### src/hw/fetch_defines.svh
`ifndef FETCH_DEFINES_SVH
`define FETCH_DEFINES_SVH

// ####################################################################
// address space.
// ####################################################################

`define FETCH_ADDR_W 32

// cacheable window, limit is exclusive.
`define FETCH_SDRAM_BASE  32'ha000_0000
`define FETCH_SDRAM_LIMIT 32'ha200_0000

// ####################################################################
// cache geometry.
// ####################################################################

// one line is one memory burst.
`define FETCH_LINE_WORDS  4
`define FETCH_CACHE_LINES 16

`endif

### src/hw/fetch_bus_pkg.sv
`include "fetch_defines.svh"

package fetch_bus_pkg;

	typedef enum logic [1:0] {
		OKAY   = 2'b00,
		EXOKAY = 2'b01,
		SLVERR = 2'b10,
		DECERR = 2'b11
	} axi_resp_e;

	// burst types used on the memory port.
	localparam logic [1:0] BURST_FIXED = 2'b00;
	localparam logic [1:0] BURST_INCR  = 2'b01;

	// memory port, full axi4 read.
	typedef struct packed {
		logic [`FETCH_ADDR_W-1:0] addr;
		logic [1:0]               burst;
		logic [3:0]               len;
	} axi_ar_t;

	typedef struct packed {
		logic [`FETCH_ADDR_W-1:0] data;
		logic [1:0]               resp;
		logic                     last;
	} axi_r_t;

	// cache port, axi4-lite.
	typedef struct packed {
		logic [`FETCH_ADDR_W-1:0] addr;
	} axil_ar_t;

	typedef struct packed {
		logic [`FETCH_ADDR_W-1:0] data;
		logic [1:0]               resp;
	} axil_r_t;

	typedef struct packed {
		logic [`FETCH_ADDR_W-1:0] addr;
	} axil_aw_t;

	typedef struct packed {
		logic [`FETCH_ADDR_W-1:0]   data;
		logic [`FETCH_ADDR_W/8-1:0] strb;
	} axil_w_t;

	typedef struct packed {
		logic [1:0] resp;
	} axil_b_t;

endpackage

### src/hw/fetch_core_pkg.sv
`include "fetch_defines.svh"

package fetch_core_pkg;

	// request from the core.
	typedef struct packed {
		logic [`FETCH_ADDR_W-1:0] pc;
	} fetch_req_t;

	// fetched instruction back to the core.
	typedef struct packed {
		logic [`FETCH_ADDR_W-1:0] inst;
	} fetch_rsp_t;

	// fetch unit FSM.
	typedef enum logic [2:0] {
		IDLE     = 3'd0,
		LOOKUP   = 3'd1,
		MEM_REQ  = 3'd2,
		MEM_DATA = 3'd3,
		DONE     = 3'd4
	} ifu_state_e;

endpackage

### src/hw/icache.sv
`timescale 1ns/10ps
`include "fetch_defines.svh"

module icache #(
	parameter int num_lines = `FETCH_CACHE_LINES
) (
	input  logic                    clock,
	input  logic                    reset,
	input  fetch_bus_pkg::axil_ar_t ar,
	input  logic                    arvalid,
	output logic                    arready,
	output fetch_bus_pkg::axil_r_t  r,
	output logic                    rvalid,
	input  logic                    rready,
	input  fetch_bus_pkg::axil_aw_t aw,
	input  logic                    awvalid,
	output logic                    awready,
	input  fetch_bus_pkg::axil_w_t  w,
	input  logic                    wvalid,
	output logic                    wready,
	output fetch_bus_pkg::axil_b_t  b,
	output logic                    bvalid,
	input  logic                    bready
);
	import fetch_bus_pkg::*;

	localparam int offset_w = $clog2(`FETCH_LINE_WORDS);
	localparam int index_w  = $clog2(num_lines);
	localparam int word_w   = offset_w + index_w;
	localparam int tag_lsb  = word_w + 2;
	localparam int tag_w    = `FETCH_ADDR_W - tag_lsb;

	logic [`FETCH_ADDR_W-1:0] data_mem [num_lines*`FETCH_LINE_WORDS];
	logic [tag_w-1:0]         tag_mem [num_lines];
	logic [num_lines-1:0]     line_valid;

	logic [index_w-1:0]       rd_index;
	logic [word_w-1:0]        rd_word;
	logic                     rd_hit;

	logic                     aw_held;
	logic                     w_held;
	axil_aw_t                 aw_q;
	axil_w_t                  w_q;
	logic                     aw_fire;
	logic                     w_fire;
	logic                     wr_go;
	logic [`FETCH_ADDR_W-1:0] wr_addr;
	axil_w_t                  wr_beat;
	logic [word_w-1:0]        wr_word;
	logic [index_w-1:0]       wr_index;
	logic                     wr_last;

	// ####################################################################
	// lookup.
	// ####################################################################

	assign rd_index = ar.addr[offset_w+2 +: index_w];
	assign rd_word  = ar.addr[2 +: word_w];
	assign rd_hit   = line_valid[rd_index] && tag_mem[rd_index] == ar.addr[`FETCH_ADDR_W-1:tag_lsb];
	assign arready  = !rvalid;

	always_ff @(posedge clock) begin
		if (reset) begin
			rvalid <= 1'b0;
		end else if (arvalid && arready) begin
			rvalid <= 1'b1;
		end else if (rready) begin
			rvalid <= 1'b0;
		end
	end

	// miss goes back as slverr.
	always_ff @(posedge clock) begin
		if (arvalid && arready) begin
			r.data <= data_mem[rd_word];
			r.resp <= rd_hit ? OKAY : SLVERR;
		end
	end

	// ####################################################################
	// refill writes.
	// ####################################################################

	assign awready  = !aw_held && !bvalid;
	assign wready   = !w_held && !bvalid;
	assign aw_fire  = awvalid && awready;
	assign w_fire   = wvalid && wready;
	assign wr_go    = (aw_held || aw_fire) && (w_held || w_fire);
	assign wr_addr  = aw_held ? aw_q.addr : aw.addr;
	assign wr_beat  = w_held ? w_q : w;
	assign wr_word  = wr_addr[2 +: word_w];
	assign wr_index = wr_addr[offset_w+2 +: index_w];
	assign wr_last  = &wr_addr[2 +: offset_w];
	assign b.resp   = OKAY;

	always_ff @(posedge clock) begin
		if (reset) begin
			aw_held <= 1'b0;
			w_held  <= 1'b0;
			bvalid  <= 1'b0;
		end else if (wr_go) begin
			aw_held <= 1'b0;
			w_held  <= 1'b0;
			bvalid  <= 1'b1;
		end else begin
			if (aw_fire)
				aw_held <= 1'b1;
			if (w_fire)
				w_held <= 1'b1;
			if (bvalid && bready)
				bvalid <= 1'b0;
		end
	end

	// channel that arrived first waits here.
	always_ff @(posedge clock) begin
		if (aw_fire)
			aw_q <= aw;
		if (w_fire)
			w_q <= w;
	end

	always_ff @(posedge clock) begin
		if (wr_go) begin
			for (int i = 0; i < `FETCH_ADDR_W/8; i++) begin
				if (wr_beat.strb[i])
					data_mem[wr_word][8*i +: 8] <= wr_beat.data[8*i +: 8];
			end
			if (wr_last)
				tag_mem[wr_index] <= wr_addr[`FETCH_ADDR_W-1:tag_lsb];
		end
	end

	// line stays invalid until its last word lands.
	always_ff @(posedge clock) begin
		if (reset)
			line_valid <= '0;
		else if (wr_go)
			line_valid[wr_index] <= wr_last;
	end

endmodule

### src/hw/ifu.sv
`timescale 1ns/10ps
`include "fetch_defines.svh"

module ifu (
	input  logic                       clock,
	input  logic                       reset,
	input  logic                       fetch_valid,
	input  fetch_core_pkg::fetch_req_t fetch_req,
	output logic                       fetch_busy,
	output logic                       inst_valid,
	output fetch_core_pkg::fetch_rsp_t inst_rsp,
	output fetch_bus_pkg::axil_ar_t    icache_ar,
	output logic                       icache_arvalid,
	input  logic                       icache_arready,
	input  fetch_bus_pkg::axil_r_t     icache_r,
	input  logic                       icache_rvalid,
	output logic                       icache_rready,
	output fetch_bus_pkg::axil_aw_t    icache_aw,
	output logic                       icache_awvalid,
	input  logic                       icache_awready,
	output fetch_bus_pkg::axil_w_t     icache_w,
	output logic                       icache_wvalid,
	input  logic                       icache_wready,
	input  fetch_bus_pkg::axil_b_t     icache_b,
	input  logic                       icache_bvalid,
	output logic                       icache_bready,
	output fetch_bus_pkg::axi_ar_t     mem_ar,
	output logic                       mem_arvalid,
	input  logic                       mem_arready,
	input  fetch_bus_pkg::axi_r_t      mem_r,
	input  logic                       mem_rvalid,
	output logic                       mem_rready,
	output logic [31:0]                hit_count,
	output logic [31:0]                miss_count
);
	import fetch_bus_pkg::*;
	import fetch_core_pkg::*;

	localparam int offset_w = $clog2(`FETCH_LINE_WORDS);
	localparam int line_lsb = offset_w + 2;
	localparam logic [offset_w-1:0] last_beat = offset_w'(`FETCH_LINE_WORDS - 1);

	ifu_state_e               state;
	fetch_req_t               req_q;
	logic                     cacheable;
	logic                     cacheable_q;
	logic [offset_w-1:0]      beat_cnt;
	logic [`FETCH_ADDR_W-1:0] line_addr;
	logic [`FETCH_ADDR_W-1:0] refill_addr;
	logic [`FETCH_ADDR_W-1:0] beat_q;
	logic [`FETCH_ADDR_W-1:0] word_q;
	logic                     accept;
	logic                     lookup_done;
	logic                     lookup_hit;
	logic                     beat_fire;
	logic                     b_done;

	assign accept      = fetch_valid && !fetch_busy;
	assign cacheable   = fetch_req.pc >= `FETCH_SDRAM_BASE && fetch_req.pc < `FETCH_SDRAM_LIMIT;
	assign line_addr   = {req_q.pc[`FETCH_ADDR_W-1:line_lsb], {line_lsb{1'b0}}};
	assign lookup_done = icache_rvalid && icache_rready;
	assign lookup_hit  = icache_r.resp == OKAY;
	assign beat_fire   = mem_rvalid && mem_rready;
	assign b_done      = icache_bvalid && icache_bready;

	assign icache_ar.addr = req_q.pc;
	assign icache_rready  = 1'b1;
	assign icache_aw.addr = refill_addr;
	assign icache_w.data  = beat_q;
	assign icache_w.strb  = '1;
	assign icache_bready  = 1'b1;

	// uncached reads are one exact beat.
	assign mem_ar.addr  = cacheable_q ? line_addr : req_q.pc;
	assign mem_ar.burst = cacheable_q ? BURST_INCR : BURST_FIXED;
	assign mem_ar.len   = cacheable_q ? 4'(`FETCH_LINE_WORDS - 1) : 4'd0;

	// ####################################################################
	// control.
	// ####################################################################

	always_ff @(posedge clock) begin
		if (reset) begin
			state          <= IDLE;
			fetch_busy     <= 1'b0;
			inst_valid     <= 1'b0;
			icache_arvalid <= 1'b0;
			icache_awvalid <= 1'b0;
			icache_wvalid  <= 1'b0;
			mem_arvalid    <= 1'b0;
			mem_rready     <= 1'b0;
			beat_cnt       <= '0;
		end else begin
			inst_valid <= 1'b0;
			if (inst_valid)
				fetch_busy <= 1'b0;
			if (icache_arvalid && icache_arready)
				icache_arvalid <= 1'b0;
			if (icache_awvalid && icache_awready)
				icache_awvalid <= 1'b0;
			if (icache_wvalid && icache_wready)
				icache_wvalid <= 1'b0;
			if (mem_arvalid && mem_arready)
				mem_arvalid <= 1'b0;

			case (state)
				IDLE: begin
					if (accept) begin
						fetch_busy <= 1'b1;
						if (cacheable) begin
							icache_arvalid <= 1'b1;
							state          <= LOOKUP;
						end else begin
							mem_arvalid <= 1'b1;
							state       <= MEM_REQ;
						end
					end
				end
				LOOKUP: begin
					if (lookup_done && lookup_hit) begin
						state <= DONE;
					end else if (lookup_done) begin
						mem_arvalid <= 1'b1;
						state       <= MEM_REQ;
					end
				end
				MEM_REQ: begin
					if (mem_arvalid && mem_arready) begin
						mem_rready <= 1'b1;
						beat_cnt   <= '0;
						state      <= MEM_DATA;
					end
				end
				MEM_DATA: begin
					// one beat in flight until its write is answered.
					if (beat_fire) begin
						mem_rready <= 1'b0;
						if (cacheable_q) begin
							icache_awvalid <= 1'b1;
							icache_wvalid  <= 1'b1;
						end else begin
							state <= DONE;
						end
					end
					if (b_done) begin
						if (beat_cnt == last_beat) begin
							state <= DONE;
						end else begin
							beat_cnt   <= beat_cnt + 1'b1;
							mem_rready <= 1'b1;
						end
					end
				end
				DONE: begin
					inst_valid <= 1'b1;
					state      <= IDLE;
				end
				default: state <= IDLE;
			endcase
		end
	end

	// ####################################################################
	// datapath.
	// ####################################################################

	always_ff @(posedge clock) begin
		if (accept) begin
			req_q       <= fetch_req;
			cacheable_q <= cacheable;
		end
		if (lookup_done && !lookup_hit)
			refill_addr <= line_addr;
		else if (b_done)
			refill_addr <= refill_addr + 32'd4;
		if (lookup_done && lookup_hit)
			word_q <= icache_r.data;
		if (beat_fire) begin
			beat_q <= mem_r.data;
			// keep the requested word as it streams past.
			if (!cacheable_q || beat_cnt == req_q.pc[line_lsb-1:2])
				word_q <= mem_r.data;
		end
		if (state == DONE)
			inst_rsp.inst <= word_q;
	end

	always_ff @(posedge clock) begin
		if (reset) begin
			hit_count  <= '0;
			miss_count <= '0;
		end else if (lookup_done && lookup_hit) begin
			hit_count <= hit_count + 32'd1;
		end else if (lookup_done) begin
			miss_count <= miss_count + 32'd1;
		end
	end

endmodule

### src/hw/fetch_top.sv
`timescale 1ns/10ps
`include "fetch_defines.svh"

module fetch_top (
	input  logic                       clock,
	input  logic                       reset,
	input  logic                       fetch_valid,
	input  fetch_core_pkg::fetch_req_t fetch_req,
	output logic                       fetch_busy,
	output logic                       inst_valid,
	output fetch_core_pkg::fetch_rsp_t inst_rsp,
	output fetch_bus_pkg::axi_ar_t     mem_ar,
	output logic                       mem_arvalid,
	input  logic                       mem_arready,
	input  fetch_bus_pkg::axi_r_t      mem_r,
	input  logic                       mem_rvalid,
	output logic                       mem_rready,
	output logic [31:0]                hit_count,
	output logic [31:0]                miss_count
);
	import fetch_bus_pkg::*;

	axil_ar_t icache_ar;
	logic     icache_arvalid;
	logic     icache_arready;
	axil_r_t  icache_r;
	logic     icache_rvalid;
	logic     icache_rready;
	axil_aw_t icache_aw;
	logic     icache_awvalid;
	logic     icache_awready;
	axil_w_t  icache_w;
	logic     icache_wvalid;
	logic     icache_wready;
	axil_b_t  icache_b;
	logic     icache_bvalid;
	logic     icache_bready;

	ifu ifu0 (
		.clock          (clock),
		.reset          (reset),
		.fetch_valid    (fetch_valid),
		.fetch_req      (fetch_req),
		.fetch_busy     (fetch_busy),
		.inst_valid     (inst_valid),
		.inst_rsp       (inst_rsp),
		.icache_ar      (icache_ar),
		.icache_arvalid (icache_arvalid),
		.icache_arready (icache_arready),
		.icache_r       (icache_r),
		.icache_rvalid  (icache_rvalid),
		.icache_rready  (icache_rready),
		.icache_aw      (icache_aw),
		.icache_awvalid (icache_awvalid),
		.icache_awready (icache_awready),
		.icache_w       (icache_w),
		.icache_wvalid  (icache_wvalid),
		.icache_wready  (icache_wready),
		.icache_b       (icache_b),
		.icache_bvalid  (icache_bvalid),
		.icache_bready  (icache_bready),
		.mem_ar         (mem_ar),
		.mem_arvalid    (mem_arvalid),
		.mem_arready    (mem_arready),
		.mem_r          (mem_r),
		.mem_rvalid     (mem_rvalid),
		.mem_rready     (mem_rready),
		.hit_count      (hit_count),
		.miss_count     (miss_count)
	);

	icache #(
		.num_lines (`FETCH_CACHE_LINES)
	) icache0 (
		.clock   (clock),
		.reset   (reset),
		.ar      (icache_ar),
		.arvalid (icache_arvalid),
		.arready (icache_arready),
		.r       (icache_r),
		.rvalid  (icache_rvalid),
		.rready  (icache_rready),
		.aw      (icache_aw),
		.awvalid (icache_awvalid),
		.awready (icache_awready),
		.w       (icache_w),
		.wvalid  (icache_wvalid),
		.wready  (icache_wready),
		.b       (icache_b),
		.bvalid  (icache_bvalid),
		.bready  (icache_bready)
	);

endmodule

### config.mk
export PLATFORM = sky130hd
export DESIGN_NAME = fetch_top
export DESIGN_NICKNAME = d
export VERILOG_FILES = /design/src/hw/fetch_bus_pkg.sv /design/src/hw/fetch_core_pkg.sv /design/src/hw/icache.sv /design/src/hw/ifu.sv /design/src/hw/fetch_top.sv
export VERILOG_INCLUDE_DIRS = /design/src /design/src/hw
export SDC_FILE = /design/constraint.sdc
export NUM_CORES = 2
export LEC_CHECK = 0
export BUFFER_PORTS_ARGS = -buffer_cell sky130_fd_sc_hd__buf_2
export CAP_MARGIN = 20
export CELL_PAD_IN_SITES_DETAIL_PLACEMENT = 0
export CELL_PAD_IN_SITES_GLOBAL_PLACEMENT = 1
export CORE_UTILIZATION = 50
export CTS_CLUSTER_SIZE = 20
export DETAILED_ROUTE_END_ITERATION = 8
export HOLD_SLACK_MARGIN = 0.06
export PLACE_DENSITY_LB_ADDON = 0.1
export SYNTH_ARGS = -nofsm -noshare
export SYNTH_HDL_FRONTEND = slang
export SYNTH_HIERARCHICAL = 1
export SYNTH_SLANG_ARGS = --single-unit
export TNS_END_PERCENT = 10
### constraint.sdc
create_clock -name clock -period 3.9 [get_ports clock]
set_clock_uncertainty 0.1 [all_clocks]
set_input_delay 0.78 -clock clock [delete_from_list [all_inputs] [get_ports clock]]
set_output_delay 0.78 -clock clock [all_outputs]
set_load 0.01 [all_outputs]
==> impl_metrics.py <==
metrics = {
    "detailed_routing": {
        "ant_nets": 0,
        "wl_per_cell_um": 31.44,
        "drt_iter0_drc": 5803,
        "wirelength_mm": 279.4,
        "vias_per_cell": 6.128,
        "drc": 0,
        "vias": 54450,
        "firstDrtPassIters": 6,
    },
    "floorplanning": {
        "io_pins": 210,
        "design.die.area_um2": 220000,
        "die_w_um": 469.1,
        "core_um2": 217000,
        "initial_core_util_pct": 50.27,
        "rows": 171,
        "die_h_um": 469.1,
    },
    "sta": {
        "grt_setup_unrepaired": "no",
        "timing.setup.tns_ns": 0,
        "finalMaxSlewViolations": 0,
        "hold_viol": 0,
        "relSlewSlack_pct": 24.35,
        "timing.final.crit_share_pct": 90.55,
        "period_needed_ns": 3.531,
        "finalSetupViolCount": 0,
        "tightest_slew_ns": 1.135,
        "fmax_mhz": 283.2,
    },
    "setup_path": {
        "cpMaxStageDelayCell": "nor2_1",
        "r2r-start": "icache0/aw_held",
        "arrival_ns": 3.94,
        "critPathLaunchType": "flop",
        "cp.required_ns": 4.31,
        "cp_cell_sequence": "mux2i_1, nand2_1, nor2_1, nand2_1, nor2_1",
        "path_class": "reg2reg",
        "r2r_end": "icache0/data_mem[38][31]",
        "r2r_cells": 5,
        "cp_max_fo": 13,
        "rrSetupSlack_ns": 0.37,
        "worstSetupEndpointType": "flop",
        "cpPeakStageDelay_ns": 0.83,
    },
    "grt": {
        "grt_usage_pct": 25.55,
        "grt_pass1_wl_mm": 396.7,
        "grt_pass1_vias": 53810,
        "antenna_found_initial": 7,
        "globalRouteOverflowTotal": 0,
        "grt_start_max_net_pins": 69,
    },
    "hold_path": {
        "holdPathEnd": "ifu0/beat_q[23]",
        "hold_start": "mem_r[26]",
        "hold_class": "in2reg",
        "holdPathStages": 1,
    },
    "placed_design": {
        "dp_cells": 8302,
        "dp_hpwl_mm": 173.8,
        "port_buffers": 203,
        "gp_congestion": 0.8235,
    },
    "clocking": {
        "clock_sinks": 2786,
        "htree_num_levels": 5,
        "cts_resized": 0,
        "clock_path_buffers": 4,
        "clk_pin_slew_worst_paths_ns": 0.06,
        "cts_buffers": 302,
        "clk_latency_ns": 0.94,
        "clock-root-buffer": "clkbuf_16",
        "cts_tree": "done",
    },
    "status": {
        "outcome": "finished, final reports clean",
    },
    "layout": {
        "area_growth_pct": 14.75,
        "drive_above_1_share_pct": 29.91,
        "final_nets": 5892,
        "stdcell_count": 8886,
        "final_core_util_pct": 57.69,
        "fillCellCount": 16130,
    },
    "power_and_ir_drop": {
        "p_leak_nw": 40.13,
        "pwr_density_cell_nw_per_um2": 506.4,
        "vdd_drop_max_mv": 0.4741,
    },
    "synth": {
        "yosys_warnings": 6,
        "syn_inst": 5238,
        "avgSynthCellArea_um2": 20.82,
        "syn-cell-area_um2": 109100,
    },
    "job": {
        "cap_violations": 0,
    },
}
-- metrics by stage --
step	setup slack [ns]	power [W]	instance area [um2]	hold slack, ns
after CTS	0.3335	0.06395	125100	0.07224
final	0.3686	0.06338	125200	0.1262
after floorplan	1.033	0.03532	109100	0.3081
after global routing	0.2013	0.06515	125200	0.06823
after detailed placement	0.3795	0.03642	115100	0.3168
after global placement	0.4494	0.03640	115100	0.3110
-- layout make-up --
class,count,area (um2),area share (%)
diodes,4,10.01,0.007998
inverters,46,181.4,0.1450
clock buffers,393,8252,6.593
well taps,2854,3571,2.853
clock inverters,123,1175,0.9387
repair buffers,580,4559,3.643
flip-flops and latches,2786,82360,65.81
multi-input cells,2100,25050,20.01
-- flip-flops by register name, summed over array words and instances (netlist names), 2 cells and up --
register	count
icache0/data_mem	2048
icache0/tag_mem	384
icache0/w_q	36
icache0/r	33
ifu0/beat_q	32
ifu0/hit_count	32
ifu0/icache_ar	32
ifu0/inst_rsp	32
ifu0/miss_count	32
ifu0/word_q	32
icache0/aw_q	30
ifu0/icache_aw	30
icache0/line_valid	16
ifu0/state	3
ifu0/beat_cnt	2
-- layer usage --
layer  routed length (um)  vias to the layer above  track usage, %
li1                     -                    22780               -
met1               119200                    29310           37.43
met2               134900                     1986           40.69
met3                18930                      381           3.883
met4                 6307                        0           6.254
met5                    0                        -               0
-- cell usage in the layout (no fill, tap or decap), types with 11 or more instances in the layout --
master	count
a21oi_1	75
clkinv_1	61
dlygate4sd3_1	64
or3_1	22
xor2_1	26
edfxtp_1	2656
mux2i_1	78
nand3_1	67
nor4_1	20
or4_1	31
mux4_2	749
nor2_1	327
clkbuf_16	312
o21ai_0	51
xnor2_1	34
clkbuf_1	67
dfxtp_1	128
mux2_2	114
bufinv_16	23
o31ai_1	30
clkinv_2	29
nor3_1	25
buf_4	270
nor2b_1	16
inv_1	43
buf_12	44
buf_2	202
and4_1	11
clkbuf_8	14
nand4_1	37
nand2_1	226
-- critical path, delay by kind of cell, from the launching register on --
family	cells	cell delay [ns]
DFF	1	0.56
muxes	1	0.45
and+or+nand+nor	4	1.98
-- worst max path at each step --
| stage | slack, ns | from | cells past startpoint | endpoint |
|---|---|---|---|---|
| detailed placement | 0.38 | icache0/aw_held | 4 | icache0/data_mem[13][26] |
| finish | 0.37 | icache0/aw_held | 5 | icache0/data_mem[38][31] |
| CTS | 0.33 | icache0/aw_held | 4 | icache0/data_mem[45][30] |
| floorplan | 1.03 | ifu0/icache_ar[2] | 5 | icache0/r[10] |
| global placement | 0.45 | icache0/aw_held | 4 | icache0/data_mem[13][26] |
| global route | 0.20 | icache0/aw_held | 5 | icache0/data_mem[38][29] |
-- timing repair --
action                                 4_1_cts  5_1_grt
hold buffers                                64        0
endpoints found under the hold margin       87        0
buffers inserted                             0        0
-- power by group --
| part | internal [W] | switching [W] | leakage [nW] |
|---|---|---|---|
| logic | 0.00149 | 0.00160 | 10.6 |
| registers | 0.0325 | 0.000190 | 25.0 |
| clock network | 0.0163 | 0.0112 | 4.59 |
| total | 0.0504 | 0.0130 | 40.1 |
Note: power is estimated with default switching activity, not from simulation.
